===== src/common/block_pkg.sv =====
/*
 * block geometry and scan indices
 */

package block_pkg;

    // ****************************************
    // geometry
    // ****************************************

    localparam int blk_dim  = 8;
    localparam int blk_size = blk_dim * blk_dim;

    // flat coefficient index, row major
    typedef logic [5:0] coef_idx_t;

    // ****************************************
    // scan range
    // ****************************************

    // index 0 is DC, the rest are AC
    localparam coef_idx_t first_ac_idx = coef_idx_t'(1);
    localparam coef_idx_t last_ac_idx  = coef_idx_t'(blk_size - 1);

endpackage


===== src/common/coef_pkg.sv =====
/*
 * coefficient and symbol formats
 * zero-run field width, run limit and run count type
 */

package coef_pkg;

    // ****************************************
    // symbol run field
    // ****************************************

    // upper field of an AC symbol
    localparam int run_width = 4;

    typedef logic [run_width-1:0] run_t;

    // sixteen zeros in a row become (max_run, 0)
    localparam run_t max_run = run_t'(15);

    // ****************************************
    // symbol layout
    // ****************************************

    // an AC symbol is {run, value}
    // value takes the low coef_width bits
    // coef_width itself is a module parameter

endpackage


===== src/rle/coef_buffer.sv =====
/*
 * block capture register with DC output,
 * significance map and indexed AC read
 */
`timescale 1ns/100ps

module coef_buffer
    import block_pkg::*;
#(
    parameter int coef_width = 12
) (
    input  logic                    clk,
    input  logic                    rst,
    input  logic                    start,
    input  logic [coef_width-1:0]   block_in [blk_size],
    input  logic                    busy,
    input  coef_idx_t               scan_idx,
    output logic [blk_size-1:0]     sig_map,
    output logic [coef_width-1:0]   coef_out,
    output logic                    dc_valid,
    output logic [coef_width-1:0]   dc_data,
    output logic                    captured
);

    logic [coef_width-1:0]  block_q [blk_size];
    logic                   accept;
    logic                   cap_q;

    // a new block only when the scanner is free
    assign accept = start & ~busy;

    // ****************************************
    // capture
    // ****************************************

    always_ff @(posedge clk) begin
        if (accept) begin
            block_q <= block_in;
            dc_data <= block_in[0];
        end
    end

    // one-cycle pulse after an accepted start
    always_ff @(posedge clk or posedge rst) begin
        if (rst) begin
            cap_q <= 1'b0;
        end else begin
            cap_q <= accept;
        end
    end

    // DC goes out in the same cycle the locator is kicked
    assign dc_valid = cap_q;
    assign captured = cap_q;

    // ****************************************
    // significance map and read port
    // ****************************************

    always_comb begin
        for (int i = 0; i < blk_size; i++) begin
            sig_map[i] = (block_q[i] != '0);
        end
    end

    // flat index, no reordering
    assign coef_out = block_q[scan_idx];

    // environment waits for busy low before the next block
    a_no_start_when_busy: assert property (
        @(posedge clk) disable iff (rst)
        !(start && busy)
    );

endmodule


===== src/rle/eob_locator.sv =====
/*
 * end-of-block search over the significance map
 */
`timescale 1ns/100ps

module eob_locator
    import block_pkg::*;
(
    input  logic                clk,
    input  logic                rst,
    input  logic                captured,
    input  logic [blk_size-1:0] sig_map,
    output coef_idx_t           last_nz,
    output logic                eob_ready
);

    coef_idx_t  nz_idx;
    logic       found;

    // ****************************************
    // priority search, highest AC index wins
    // ****************************************

    always_comb begin
        found  = 1'b0;
        nz_idx = '0;
        for (int i = last_ac_idx; i >= first_ac_idx; i--) begin
            if (sig_map[i] && !found) begin
                nz_idx = coef_idx_t'(i);
                found  = 1'b1;
            end
        end
    end

    // 0 left in last_nz means DC only
    always_ff @(posedge clk or posedge rst) begin
        if (rst) begin
            last_nz   <= '0;
            eob_ready <= 1'b0;
        end else begin
            eob_ready <= captured;
            if (captured) begin
                last_nz <= nz_idx;
            end
        end
    end

    // result must agree with the block held in the buffer
    a_last_nz_match: assert property (
        @(posedge clk) disable iff (rst)
        eob_ready |-> ((last_nz != '0) == (|sig_map[blk_size-1:first_ac_idx]))
                      && (last_nz == '0 || sig_map[last_nz])
    );

endmodule


===== src/rle/run_scanner.sv =====
/*
 * AC scan with zero-run counting
 * emits (run, value), (15, 0) and end-of-block symbols
 */
`timescale 1ns/100ps

module run_scanner
    import block_pkg::*;
    import coef_pkg::*;
#(
    parameter int coef_width = 12
) (
    input  logic                            clk,
    input  logic                            rst,
    input  logic                            eob_ready,
    input  logic                            stall,
    input  coef_idx_t                       last_nz,
    input  logic [coef_width-1:0]           coef_in,
    output coef_idx_t                       scan_idx,
    output logic                            ac_valid,
    output logic [coef_width+run_width-1:0] ac_data,
    output logic                            last,
    output logic                            busy
);

    coef_idx_t  idx_q;
    run_t       run_q;
    logic       scan_q;
    logic       active;
    logic       step;
    logic       past_end;
    logic       coef_nz;
    logic       run_full;
    logic       finish;
    logic       emit;

    // ****************************************
    // per-index decision
    // ****************************************

    // scan begins in the eob_ready cycle itself
    assign active   = scan_q | eob_ready;
    assign step     = active & ~stall;
    assign scan_idx = idx_q;

    assign past_end = (idx_q > last_nz);
    assign coef_nz  = (coef_in != '0);
    assign run_full = (run_q == max_run);

    // coefficient 63 nonzero carries last itself, no EOB after it
    assign finish = past_end | (coef_nz & (idx_q == last_ac_idx));
    assign emit   = finish | coef_nz | run_full;

    // ****************************************
    // index and run count
    // ****************************************

    always_ff @(posedge clk or posedge rst) begin
        if (rst) begin
            scan_q <= 1'b0;
            idx_q  <= first_ac_idx;
            run_q  <= '0;
        end else if (step) begin
            if (finish) begin
                scan_q <= 1'b0;
                idx_q  <= first_ac_idx;
                run_q  <= '0;
            end else begin
                scan_q <= 1'b1;
                idx_q  <= coef_idx_t'(idx_q + 1'b1);
                // a symbol goes out, so the run starts over
                if (coef_nz || run_full) begin
                    run_q <= '0;
                end else begin
                    run_q <= run_t'(run_q + 1'b1);
                end
            end
        end else if (eob_ready) begin
            // stalled on the kick cycle, start on the next free one
            scan_q <= 1'b1;
        end
    end

    // ****************************************
    // symbol output
    // ****************************************

    always_ff @(posedge clk or posedge rst) begin
        if (rst) begin
            ac_valid <= 1'b0;
            last     <= 1'b0;
        end else begin
            ac_valid <= step & emit;
            last     <= step & finish;
        end
    end

    always_ff @(posedge clk) begin
        if (step) begin
            if (past_end) begin
                ac_data <= '0;
            end else if (coef_nz) begin
                ac_data <= {run_q, coef_in};
            end else begin
                ac_data <= {max_run, {coef_width{1'b0}}};
            end
        end
    end

    // high from the first symbol until last drops
    always_ff @(posedge clk or posedge rst) begin
        if (rst) begin
            busy <= 1'b0;
        end else if (eob_ready) begin
            busy <= 1'b1;
        end else if (last) begin
            busy <= 1'b0;
        end
    end

    // a run of sixteen zeros is cut only while a nonzero value still follows
    a_run_limit: assert property (
        @(posedge clk) disable iff (rst)
        (step && run_full && !coef_nz && !past_end) |-> (idx_q < last_nz)
    );

    a_valid_in_busy: assert property (
        @(posedge clk) disable iff (rst)
        ac_valid |-> busy
    );

endmodule


===== src/rle/rle_top.sv =====
/*
 * run-length encoder top for one 8x8 coefficient block
 * instances: coef_buffer, eob_locator, run_scanner
 */
`timescale 1ns/100ps

module rle_top
    import block_pkg::*;
    import coef_pkg::*;
#(
    parameter int coef_width = 12
) (
    input  logic                                clk,
    input  logic                                rst,
    input  logic                                start,
    input  logic                                stall,
    input  logic [coef_width-1:0]               block_in [blk_size],
    output logic                                dc_valid,
    output logic [coef_width-1:0]               dc_data,
    output logic                                ac_valid,
    output logic [coef_width+run_width-1:0]     ac_data,
    output logic                                last,
    output logic                                busy
);

    // buffer to locator
    logic [blk_size-1:0]    sig_map;
    logic                   captured;

    // locator to scanner
    coef_idx_t              last_nz;
    logic                   eob_ready;

    // scanner read port into the buffer
    coef_idx_t              scan_idx;
    logic [coef_width-1:0]  coef_val;

    coef_buffer #(
        .coef_width (coef_width)
    ) u_coef_buffer (
        .clk        (clk),
        .rst        (rst),
        .start      (start),
        .block_in   (block_in),
        .busy       (busy),
        .scan_idx   (scan_idx),
        .sig_map    (sig_map),
        .coef_out   (coef_val),
        .dc_valid   (dc_valid),
        .dc_data    (dc_data),
        .captured   (captured)
    );

    eob_locator u_eob_locator (
        .clk        (clk),
        .rst        (rst),
        .captured   (captured),
        .sig_map    (sig_map),
        .last_nz    (last_nz),
        .eob_ready  (eob_ready)
    );

    run_scanner #(
        .coef_width (coef_width)
    ) u_run_scanner (
        .clk        (clk),
        .rst        (rst),
        .eob_ready  (eob_ready),
        .stall      (stall),
        .last_nz    (last_nz),
        .coef_in    (coef_val),
        .scan_idx   (scan_idx),
        .ac_valid   (ac_valid),
        .ac_data    (ac_data),
        .last       (last),
        .busy       (busy)
    );

endmodule


===== config.mk =====
export PLATFORM = sky130hd
export DESIGN_NAME = rle_top
export DESIGN_NICKNAME = d
export VERILOG_FILES = /design/src/common/block_pkg.sv /design/src/common/coef_pkg.sv /design/src/rle/coef_buffer.sv /design/src/rle/eob_locator.sv /design/src/rle/run_scanner.sv /design/src/rle/rle_top.sv
export SDC_FILE = /design/constraint.sdc
export NUM_CORES = 1
export LEC_CHECK = 0
export BUFFER_PORTS_ARGS = -buffer_cell sky130_fd_sc_hd__buf_2
export CAP_MARGIN = 15
export CORE_AREA = 2 2 310 312
export DETAILED_ROUTE_END_ITERATION = 7
export DIE_AREA = 0 0 312 314
export GPL_TIMING_DRIVEN = 1
export PLACE_DENSITY_LB_ADDON = 0.15
export SLEW_MARGIN = 20
export SYNTH_ARGS = -nofsm -noshare
export SYNTH_HDL_FRONTEND = slang
export SYNTH_SLANG_ARGS = --single-unit

===== constraint.sdc =====
create_clock -name clk -period 53.4 [get_ports clk]
set_input_delay 10.68 -clock clk [delete_from_list [all_inputs] [get_ports clk]]
set_output_delay 10.68 -clock clk [all_outputs]
set_load 0.01 [all_outputs]

# Yosys cells after proc, flatten, opt, wreduce, memory -nomap -nowiden
# Cells that the tools add are included.
[classes] bitwise=13 n_lt_le_gt_ge=2 reduce_logical=192 eq_ne=2 add_sub_neg=2 muxes=137
[ops] operator="12-bit nonzero test" n=64
[ops] operator="6-bit 2-to-1 mux" n=64
[ops] operator="12-bit binary-select mux with 6-bit select" n=1
[ops] operator="1-bit 2-to-1 mux" n=67
[ops] operator="1-bit logical AND" n=62
[ops] operator="1-bit zero test" n=62
[ops] operator="12-bit 2-to-1 mux" n=2
[ops] operator="16-bit 2-to-1 mux" n=1
[ops] operator="4-bit 2-to-1 mux" n=2
[ops] operator="7-bit greater-or-equal comparator, second input constant" n=1
[ops] operator="6-bit inverter with 7-bit output" n=1
[ops] operator="6-bit by 1-bit adder with 6-bit output, second input constant" n=1
[ops] operator="6-bit equality test, second input constant" n=1
[ops] operator="6-bit > comparator" n=1
[ops] operator="1-bit bitwise AND" n=5
[ops] operator="4-bit by 1-bit adder with 4-bit output, second input constant" n=1
[ops] operator="4-bit equality test, second input constant" n=1
[ops] operator="1-bit bitwise OR" n=4
[ops] operator="2-bit nonzero test" n=2
[ops] operator="1-bit inverter" n=3
[ops] operator="2-bit OR reduction" n=1
[ops] operator="1-bit logical OR" n=1
[totals] ff_bits=806 word_cells=423 output_inout_bits=32 in_bits=772

# Depth between registers and ports, before layout
# Gate-level depths: netlist of run 1.
[logic_depth] depth_word=188 depth_mapped=17 mapped_depth_nobuf=11

# By module
# From an unflattened synthesis of run 1, not the netlist that was laid out.
[hier_totals] cells_unflattened=1792 area_unflattened_um2=33434.6
[by_module_without_submodules] mod="coef_buffer" seq_area_each_um2=23087.1 cells_per_inst=1512 area_each_um2=30928.4 instances=1
[by_module_without_submodules] mod="run_scanner" seq_area_each_um2=832.0 cells_per_inst=132 area_each_um2=1506.4 instances=1
[by_module_without_submodules] mod="eob_locator" seq_area_each_um2=175.2 cells_per_inst=148 area_each_um2=999.7 instances=1

# Worst setup path after synthesis of run 1
# No wires, ideal clock.
[synth_path] path_type="in2reg" from="in start" to="reg u_coef_buffer.cap_q, in the netlist u_coef_buffer.captured" setup_ns=3.598 setup_slack_ns=6.212 arrival_ns=43.590 required_ns=49.802 path_stages=1 path_buffers=0 path_cell_list="nor2b_1"
[synth_between] elab_chain_len=1
[synth_rtl] element="from (decl)" line_no="rle_top.sv:15" rtl="input logic start,"
[synth_rtl] element="1-bit bitwise AND" line_no="coef_buffer.sv:30" rtl="assign accept = start & ~busy;"
[synth_rtl] element="to (signal assigned)" line_no="coef_buffer.sv:48" rtl="cap_q <= accept;"
[synth_rtl] element="to (decl)" line_no="coef_buffer.sv:27" rtl="logic cap_q;"
# Every way passes these cells.
# A chain may end at the register's enable or synchronous reset.

# Worst setup path after layout of run 1
[layout_path] from="in start" to="reg u_coef_buffer.block_q[119] in the netlist's numbering (enable)"
[layout_between] elab_chain_len=1
[layout_rtl] element="1-bit bitwise AND" line_no="coef_buffer.sv:30"
[layout_rtl] element="via u_coef_buffer.accept" line_no="coef_buffer.sv:26" rtl="logic accept;"
[layout_rtl] element="to (signal assigned)" line_no="coef_buffer.sv:38" rtl="block_q <= block_in;"
[layout_rtl] element="to (decl)" line_no="coef_buffer.sv:25" rtl="logic [coef_width-1:0] block_q [blk_size];"
# The timed path passes the listed nets, and every way through them passes these cells.

==> results.tsv, run 1 <==
stage	metric	value	unit
cts	cts_hold_buf	0	
worst_setup_path	startpoint	start	
cts	clock_latency	0.67	ns
synthesis	synth_warnings	0	
cells_and_area	layout-drive-gt1-share	43.9	%
timing	max_freq	66.7	MHz
drt	avgRoutedWirePerCell	32.6	um
place	numPortBuffers	803	
timing	setup_viol	0	
grt	grt_pass1_wl	178000	um
synthesis	synth_area_leaders	edfxtp_1, mux4_2, nor4_1	
outcome	outcome	finished, final reports clean	
synthesis	synth_area_per_cell	18.6	um^2
cts	clock_sinks	806	
synthesis	synth_enable_flop_cells	784	
place	place_ws	37.61	ns
cts	cts-root-buf	clkbuf_16	
worst_setup_path	required	53.68	ns
cts	numCtsBuffers	90	
drt	dr.pass1.iters	5	
timing	fin_setup_tns	0	ns
timing	rsz0062_at_grt	false	
drt	routed_via_density	5.57	
cells_and_area	regArea	24100	um^2
worst_setup_path	critPathMaxFanout	78	
worst_setup_path	ff2ff_path_depth	11	
cells_and_area	most-common-layout-cells	buf_2, edfxtp_1, nor4_1, mux4_2, clkbuf_16	
drt	drt-initial-drc-count	2275	
worst_setup_path	rr_startpoint	u_run_scanner.scan_idx[0]$_DFFE_PP1P_	
synthesis	syn-num-nets	2568	
power_and_ir_drop	power_leakage	14.7	nW
grt	first_global_vias	23500	
drt	vias	22200	
drt	route.detailed.drc	0	
synthesis	yosysSeqAreaShare	72.4	%
floorplanning	coreArea	94400	um^2
synthesis	ys_types	72	
worst_hold_path	hp-start	u_eob_locator.eob_ready$_DFF_PP0_	
cells_and_area	nFillCells	8606	
grt	track_usage	26.1	%
timing	finalMaxSlewViolations	0	
drt	wl	130000	um
drt	ant_nets	0	
timing	hold_viol_final	0	
cells_and_area	syn2layout_area_growth	25.3	%
cts	ctsHtreeMaxLevel	3	
worst_setup_path	r2r-end	u_run_scanner.ac_valid$_DFF_PP0_	
floorplanning	die_h	314	um
timing	period_minus_slack	15.00	ns
cts	clockBufferDepth	3	
floorplanning	num_io_pins	804	
floorplanning	die_area	98000	um^2
cells_and_area	multi_input_area	8570	um^2
synthesis	syn_area	33300	um^2
synthesis	ys_ff_latch	806	
flow_run	cap_violations	0	
timing	skew	0.0297	ns
cts	cts_setup_buffers	0	
place	hpwl	104000	um
timing	tightest_slew	1.16	ns
timing	finalCritPeriodShare	28.1	%
floorplanning	die_width	312	um
grt	antenna_found_initial	64	
cells_and_area	layout_commonest_cell	buf_2	
cells_and_area	fin_area	41700	um^2
place	place_area	38600	um^2
power_and_ir_drop	p_per_area	51.3	nW/um^2
synthesis	async_flop_share	2.73	%
cts	cts_tree	yes	
cts	cts_resized	0	
worst_hold_path	hp-class	reg -> reg	
place	gp_congestion	0.923	
synthesis	synth_area_leader_cell	edfxtp_1	
grt	overflow	0	
synthesis	syn_inst	1788	
worst_setup_path	critPathKind	in -> reg	
worst_setup_path	critPathCaptureType	register	
grt	grt_max_degree	97	
worst_setup_path	cp-start-kind	primary input	
worst_setup_path	crit_end	u_coef_buffer.block_q[119]$_DFFE_PP_	
timing	setup_ws	38.40	ns
timing	slew_headroom	22.3	%
worst_setup_path	r2r_slack	47.85	ns
cells_and_area	nets	3411	
floorplanning	rows	113	
synthesis	yosys.area.top_type_share	70.8	%
worst_setup_path	crit_arrival	15.27	ns
synthesis	synth_ff_type	edfxtp_1	
floorplanning	start_util	35.2	%
cts	clk_pin_slew	0.06	ns
power_and_ir_drop	worst_ir_drop_vdd	23.5	uV
cell usage after synthesis, types with 4 or more instances:
library cell and instances:
o31ai_1 4, nor4_1 201, buf_4 20, or2_2 5
buf_2 14, buf_1 4, o211ai_1 4, nor2_1 52
a31oi_1 10, and3_1 4, dfrtp_1 21, nand2_1 64
nand4_1 12, a221o_1 5, a21o_1 5, edfxtp_1 784
mux2i_1 16, o21ai_0 19, and2_1 9, mux4_2 186
nor2b_1 13, mux4_1 5, buf_6 8, ha_1 8
o21a_1 4, nand3_1 75, a21oi_1 37, a221oi_1 7
inv_1 21, clkbuf_1 37, or3_1 4, a22oi_1 47
nor3_1 9, mux2_2 7
flip-flops by register name (all words and copies together), names as in the netlist:
name / count
u_coef_buffer.block_q: 756
u_run_scanner.ac_data: 16
u_coef_buffer.dc_data: 12
u_eob_locator.last_nz: 6
u_run_scanner.scan_idx: 6
u_run_scanner.run_q: 4
u_coef_buffer.captured: 1
u_eob_locator.eob_ready: 1
u_run_scanner.ac_valid: 1
u_run_scanner.busy: 1
u_run_scanner.last: 1
u_run_scanner.scan_q: 1
critical path: stages:
cell and delay, ns:
buf_2 0.08, nor2b_4 0.11, buf_4 0.66, buf_4 0.84
buf_4 0.86, buf_4 0.85, buf_4 0.89
worst min-delay path by stage:
stage,end,slack [ns],cells after the start
after detailed placement,u_run_scanner.busy$_DFFE_PP0P_,0.48,1
after global routing,u_run_scanner.scan_q$_DFFE_PP0P_,0.52,1
after global placement,u_run_scanner.busy$_DFFE_PP0P_,0.47,1
after floorplan,u_run_scanner.busy$_DFFE_PP0P_,0.45,1
final,u_run_scanner.busy$_DFFE_PP0P_,0.49,1
after CTS,u_run_scanner.busy$_DFFE_PP0P_,0.50,1
cell type report:
cell class	instances	share of cell area, %
sequential	806	57.8
multi-input combinational	870	20.6
timing repair buffer	838	10.3
clock buffer	111	5.75
tap	1265	3.80
clock inverter	52	1.36
inverter	25	0.225
antenna	30	0.180
power by group:
group	total (mW)	switching [mW]	internal, mW
Combinational	0.598	0.367	0.231
Sequential	0.910	0.0788	0.831
Clock	0.629	0.253	0.376
per-stage QoR:
step                      utilization [%]  total power [mW]  cells  hold WS (ns)
final                                44.1              2.14   3997         0.486
after global routing                 44.1              2.21   3988         0.517
after CTS                            44.0              2.15   3967         0.500
after detailed placement             40.9              1.52   3804         0.483
after global placement               40.9              1.51   3804         0.474
after floorplan                         -              1.40   1788         0.450
cell families after synthesis:
logic type	synth area share, %
buf+inv	1.87
flops	72.4
compound gates	3.74
simple gates	7.97
fa+ha+maj	0.301
mux	13.7
layer usage:
metal	global-route usage, %	up-vias	part of all wire (%)
li1	-	9379	-
met3	7.23	234	7.9
met2	47.8	1088	53
met4	8.09	58	2.8
met1	29.3	11500	36
met5	0	-	0.26
Note: power is estimated with default switching activity, not from simulation.
==> run 2: changes to the inputs <==
Clock period 53.4 ns to 15.1 ns, I/O delays scaled along.
==> run 2 against run 1 <==
Critical path depth fell by 1. Sequential power rose to 3.5 times the previous value. Worst hold slack improved by 0.0035 ns. Highest routed layer unchanged. Via count rose by 0.23%. Setup slack got worse by 29 ns. Clock skew fell by 0.00091 ns.
==> results.tsv, run 2 (synthesis results as in run 1) <==
stage	metric	value	unit	change
floorplanning	rows	113		unchanged
timing	max_freq	185	MHz	
place	place_inst	3796		-0.21%
worst_setup_path	critPathMaxFanout	119		+53%
grt	grt_max_degree	215		+120%
power_and_ir_drop	power_frac_comb	28.4	%	+0.4 points
cts	cts-root-buf	clkbuf_16		
grt	grt_pass1_wl	178000	um	about the same
timing	finalMaxSlewViolations	0		unchanged
worst_setup_path	r2r_slack	9.74	ns	-38.11 ns
power_and_ir_drop	p_int	4.95	mW	+240%
timing	setup_viol	0		unchanged
floorplanning	start_util	35.2	%	unchanged
cts	cts_setup_buffers	0		unchanged
timing	skew	0.0288	ns	-0.000907 ns
cts	clock_sinks	806		unchanged
cells_and_area	nFillCells	8568		-0.44%
cells_and_area	nets	3406		-0.15%
drt	wl	131000	um	+0.78%
grt	antenna_found_initial	22		-66%
place	gp_congestion	0.919		-0.40%
floorplanning	die_h	314	um	unchanged
worst_setup_path	cp-start-kind	primary input		
cells_and_area	top_regs	u_coef_buffer.block_q x756, u_run_scanner.ac_data x16, u_coef_buffer.dc_data x12		
drt	vias	22300		+0.23%
power_and_ir_drop	seqPwrFrac	43.5	%	+0.9 points
cts	numCtsBuffers	91		+1.1%
cts	cts_tree	yes		
cells_and_area	regArea	24100	um^2	unchanged
drt	drt-initial-drc-count	2539		+12%
place	numPortBuffers	803		unchanged
power_and_ir_drop	worst_ir_drop_vdd	114	uV	+380%
outcome	outcome	finished, final reports clean		
cells_and_area	most-common-layout-cells	buf_2, edfxtp_1, nor4_1, mux4_2, clkbuf_16		
worst_setup_path	r2r-end	u_run_scanner.ac_valid$_DFF_PP0_		
timing	finalCritPeriodShare	35.9	%	
timing	setup_ws	9.68	ns	-28.72 ns
grt	first_global_vias	23300		-0.91%
timing	slew_headroom	23.5	%	+1.2 points
place	hpwl	104000	um	-0.12%
drt	avgRoutedWirePerCell	33.1	um	+1.4%
drt	route.detailed.drc	0		unchanged
worst_setup_path	critPathKind	in -> reg		
worst_hold_path	holdPathStages	1		unchanged
cts	cts_hold_buf	0		unchanged
cts	ctsHtreeMaxLevel	3		unchanged
power_and_ir_drop	finalPower	7.42	mW	+250%
worst_hold_path	hp-class	reg -> reg		
cts	clk_pin_slew	0.06	ns	about the same
cts	cts_resized	0		unchanged
worst_setup_path	critPathCaptureType	register		
cells_and_area	syn2layout_area_growth	24.7	%	
timing	rsz0062_at_grt	false		
drt	dr.pass1.iters	6		+1
cells_and_area	largest_reg_flops	756		unchanged
cells_and_area	layout-drive-gt1-share	43.7	%	-0.25 points
floorplanning	die_area	98000	um^2	unchanged
cts	clockBufferDepth	3		unchanged
timing	hold_viol_final	0		unchanged
drt	ant_nets	0		unchanged
floorplanning	coreArea	94400	um^2	unchanged
worst_setup_path	startpoint	start		
cells_and_area	multi_input_area	8580	um^2	+0.12%
drt	routed_via_density	5.61		+0.81%
worst_setup_path	ff2ff_path_depth	11		unchanged
power_and_ir_drop	power.share.switching	33.3	%	+0.55 points
cells_and_area	fin_util	43.9	%	-0.20 points
cells_and_area	layout_commonest_cell	buf_2		
power_and_ir_drop	pwr-share-clk	28.1	%	-1.3 points
timing	tightest_slew	1.14	ns	-0.0148 ns
cells_and_area	fin_cells	3974		-0.58%
power_and_ir_drop	power_leakage	14.6	nW	-0.61%
power_and_ir_drop	p_switching	2.47	mW	+250%
floorplanning	num_io_pins	804		unchanged
worst_setup_path	crit_arrival	5.69	ns	-9.58 ns
worst_setup_path	rr_startpoint	u_run_scanner.scan_idx[1]$_DFFE_PP0P_		
place	place_ws	8.64	ns	-28.97 ns
worst_hold_path	hp-start	u_eob_locator.eob_ready$_DFF_PP0_		
cts	clock_latency	0.66	ns	about the same
cells_and_area	regMostFlops	u_coef_buffer.block_q		
timing	fin_setup_tns	0	ns	unchanged
worst_setup_path	required	15.37	ns	-38.31 ns
worst_hold_path	whs_endpoint	u_run_scanner.busy$_DFFE_PP0P_		
floorplanning	die_width	312	um	unchanged
timing	period_minus_slack	5.42	ns	
grt	track_usage	26.2	%	+0.14 points
grt	overflow	0		unchanged
flow_run	cap_violations	0		unchanged
power_and_ir_drop	p_per_area	179	nW/um^2	+250%
## run 2: cell count changes in the layout (fill, tap and decap cells not counted), sizes merged
cell    before  now
buf        838  832
inv         26   29
clkbuf     111  112
clkinv      35   42
diode       30   10
bufinv      12    4
## run 2: power by group through the flow
stage / registers (mW) / clock network, mW / logic (mW)
floorplan: 3.25 / 0 / 1.32
global placement: 3.26 / 0 / 2.09
detailed placement: 3.27 / 0 / 2.11
CTS: 3.23 / 2.13 / 2.12
global route: 3.26 / 2.22 / 2.20
finish: 3.23 / 2.09 / 2.10
## run 2: worst max-delay path by stage
stage	slack, ns	cells after the start	to
after global placement	8.74	5	u_coef_buffer.block_q[484]$_DFFE_PP_
after CTS	9.36	5	u_coef_buffer.block_q[485]$_DFFE_PP_
after floorplan	-0.20	1	u_coef_buffer.captured$_DFF_PP0_
after detailed placement	8.64	5	u_coef_buffer.block_q[484]$_DFFE_PP_
after global routing	9.46	6	u_coef_buffer.block_q[40]$_DFFE_PP_
final	9.68	6	u_coef_buffer.block_q[22]$_DFFE_PP_
## run 2: area by class of cell
| cell class | instances | area share [%] |
|---|---|---|
| antenna | 10 | 0.0603 |
| clock buffer | 112 | 5.73 |
| clock inverter | 54 | 0.956 |
| inverter | 25 | 0.226 |
| multi-input combinational | 870 | 20.7 |
| sequential | 806 | 58.1 |
| tap | 1265 | 3.81 |
| timing repair buffer | 832 | 10.4 |
## run 2: critical path, cell delays in order
cell,delay (ns)
buf_2,0.08
nor2b_4,0.14
buf_12,0.37
buf_16,0.49
buf_4,0.56
buf_4,0.84
## run 2: metal layers
layer | part of all wire [%] | vias up | global-route usage [%] | wire (um)
met5 | 0.086 | - | 0 | 113
met4 | 2.8 | 20 | 7.18 | 3680
met3 | 7.2 | 209 | 5.48 | 9460
met1 | 37 | 11500 | 31.2 | 48500
met2 | 53 | 1252 | 47.9 | 69700
li1 | - | 9369 | - | -
## run 2: through the flow
stage / hold slack [ns] / area, um^2
2_1_floorplan: 0.450 / 33300
3_3_place_gp: 0.484 / 38600
3_5_place_dp: 0.477 / 38600
4_1_cts: 0.493 / 41400
5_1_grt: 0.514 / 41500
6_report: 0.489 / 41500
==> run 3: changes to the inputs <==
Clock period 15.1 ns to 4.48 ns, I/O delays scaled along.
==> run 3 against run 2 <==
Design area up 1.2%. Clock-buffer cell count down 8. Clock power grew to 3.5 times the previous value. Critical path type is now reg -> reg.
==> results.tsv, run 3 (synthesis results as in run 1) <==
stage	metric	value	unit	change
cts	cts_setup_buffers	0		unchanged
cells_and_area	nFillCells	8449		-1.4%
worst_setup_path	critPathKind	reg -> reg		
cells_and_area	regMostFlops	u_coef_buffer.block_q		
cts	numCtsBuffers	90		-1.1%
cts	clock_latency	0.67	ns	about the same
grt	overflow	0		unchanged
grt	first_global_vias	23700		+1.7%
drt	vias	23100		+3.6%
worst_setup_path	cp_cell_sequence	buf_12 > buf_12 > mux4_2 > a22oi_1 > a21oi_1 > nor4_4 > nand4_2 > nor4b_4 > nand2_2 > a311o_1 > and2_1		
floorplanning	num_io_pins	804		unchanged
drt	drt-initial-drc-count	2965		+17%
cells_and_area	largest_reg_flops	756		unchanged
drt	route.detailed.drc	0		unchanged
power_and_ir_drop	p_int	17.0	mW	+240%
floorplanning	die_h	314	um	unchanged
worst_setup_path	critPathMaxFanout	21		-82%
floorplanning	die_width	312	um	unchanged
drt	dr.pass1.iters	6		unchanged
place	numPortBuffers	803		unchanged
drt	routed_via_density	5.76		+2.6%
timing	rsz0062_at_grt	false		
drt	wl	137000	um	+4.0%
worst_setup_path	crit_arrival	4.75	ns	-0.94 ns
floorplanning	rows	113		unchanged
worst_setup_path	required	5.02	ns	-10.35 ns
worst_setup_path	cp_slowest_stage_delay	0.84	ns	about the same
timing	tightest_slew	0.895	ns	-0.248 ns
cts	clk_pin_slew	0.06	ns	about the same
cts	clockBufferDepth	3		unchanged
worst_setup_path	critPathCaptureType	register		
timing	setup_ws	0.270	ns	-9.41 ns
grt	antenna_found_initial	12		-45%
floorplanning	start_util	35.2	%	unchanged
grt	grt_pass1_wl	183000	um	+3.1%
power_and_ir_drop	power_leakage	14.9	nW	+1.8%
timing	setup_viol	0		unchanged
cells_and_area	layout_commonest_cell	buf_2		
floorplanning	die_area	98000	um^2	unchanged
timing	finalCritPeriodShare	94.0	%	
power_and_ir_drop	power.share.switching	33.4	%	+0.086 points
cts	cts_hold_buf	0		unchanged
cells_and_area	fin_area	42000	um^2	+1.2%
place	place_area	39100	um^2	+1.2%
power_and_ir_drop	power_frac_comb	28.8	%	+0.4 points
timing	max_freq	238	MHz	
timing	skew	0.0214	ns	-0.00740 ns
cts	cts-root-buf	clkbuf_16		
worst_setup_path	cp_slowest_cell	dfstp_4		
cells_and_area	most-common-layout-cells	buf_2, edfxtp_1, nor4_1, mux4_2, clkbuf_16		
timing	finalMaxSlewViolations	0		unchanged
grt	track_usage	27.1	%	+0.94 points
outcome	outcome	finished, final reports clean		
cells_and_area	layout-drive-gt1-share	44.6	%	+0.96 points
worst_setup_path	cp-start-kind	register		
place	gp_congestion	1.00		+9.3%
cells_and_area	multi_input_area	8570	um^2	-0.12%
worst_setup_path	critical_path.most_common_cell	buf_12		
power_and_ir_drop	p_per_area	609	nW/um^2	+240%
cells_and_area	nets	3444		+1.1%
timing	hold_viol_final	0		unchanged
cts	cts_tree	yes		
power_and_ir_drop	p_switching	8.53	mW	+250%
cells_and_area	top_regs	u_coef_buffer.block_q x756, u_run_scanner.ac_data x16, u_coef_buffer.dc_data x12		
worst_hold_path	hp-class	in -> reg		
flow_run	cap_violations	0		unchanged
place	place_ws	0.307	ns	-8.33 ns
floorplanning	coreArea	94400	um^2	unchanged
cts	ctsHtreeMaxLevel	3		unchanged
power_and_ir_drop	pwr-share-clk	28.4	%	+0.3 points
cells_and_area	regArea	24100	um^2	unchanged
grt	grt_max_degree	139		-35%
cts	clock_sinks	806		unchanged
drt	avgRoutedWirePerCell	34.1	um	+3.0%
power_and_ir_drop	worst_ir_drop_vdd	294	uV	+160%
place	hpwl	110000	um	+5.6%
timing	slew_headroom	39.9	%	+16 points
cells_and_area	syn2layout_area_growth	26.2	%	
timing	period_minus_slack	4.21	ns	
power_and_ir_drop	seqPwrFrac	42.8	%	-0.7 points
cts	cts_resized	0		unchanged
drt	ant_nets	0		unchanged
==> run 3: path summary, 6_finish.rpt <==
check,start,to,slack (ns),depth (start not counted)
setup / recovery,u_run_scanner.scan_idx[0]$_DFFE_PP1P_,u_run_scanner.ac_valid$_DFF_PP0_,0.27,11
hold / removal,block_in[259],u_coef_buffer.block_q[259]$_DFFE_PP_,0.40,1
max in group asynchronous,rst,u_run_scanner.scan_idx[1]$_DFFE_PP0P_,3.41,2
setup reg to reg,u_run_scanner.scan_idx[0]$_DFFE_PP1P_,u_run_scanner.ac_valid$_DFF_PP0_,0.27,11
min in group asynchronous,rst,u_run_scanner.run_q[2]$_DFFE_PP0P_,0.43,2
hold reg to reg,u_eob_locator.eob_ready$_DFF_PP0_,u_run_scanner.busy$_DFFE_PP0P_,0.49,1
==> run 3: stage by stage <==
step	power (mW)	TNS [ns]	hold slack, ns	util [%]	instances
5_1_grt	26.4	0	0.362	44.4	4009
3_3_place_gp	18.3	0	0.477	41.4	3837
3_5_place_dp	18.4	0	0.476	41.4	3837
2_1_floorplan	15.4	-6399.88	0.450	-	1788
6_report	25.6	0	0.399	44.4	4012
4_1_cts	25.7	0	0.350	44.4	4002
==> run 3: cell type report <==
cell class                 count  area share [%]
antenna                       10          0.0596
clock buffer                 104            5.54
clock inverter                61            1.29
inverter                      25           0.224
multi-input combinational    870            20.4
sequential                   806            57.4
tap                         1265            3.77
timing repair buffer         871            11.3
==> run 3: worst max-delay path, delay by kind of cell (launching register included) <==
family                 cells  cell delay [ns]
AO/OA/AOI/OAI              3             0.97
buffers and inverters      2             0.43
flip-flops                 1             0.84
multiplexers               1             0.51
AND/OR/NAND/NOR            5             1.27
==> run 3: routing by layer <==
| layer | routed length (um) | up-vias | global-route usage [%] |
|---|---|---|---|
| met5 | 47 | - | 0 |
| met4 | 5100 | 8 | 9.79 |
| met3 | 11600 | 255 | 6.68 |
| met2 | 71600 | 1514 | 48.5 |
| met1 | 48300 | 11900 | 31.7 |
| li1 | - | 9418 | - |
==> run 3: power groups by stage <==
stage,Clock [mW],Sequential [mW],Combinational (mW)
global route,7.66,11.0,7.69
finish,7.25,11.0,7.37
global placement,0,11.1,7.25
detailed placement,0,11.1,7.31
floorplan,0,11.0,4.44
CTS,7.38,10.9,7.35
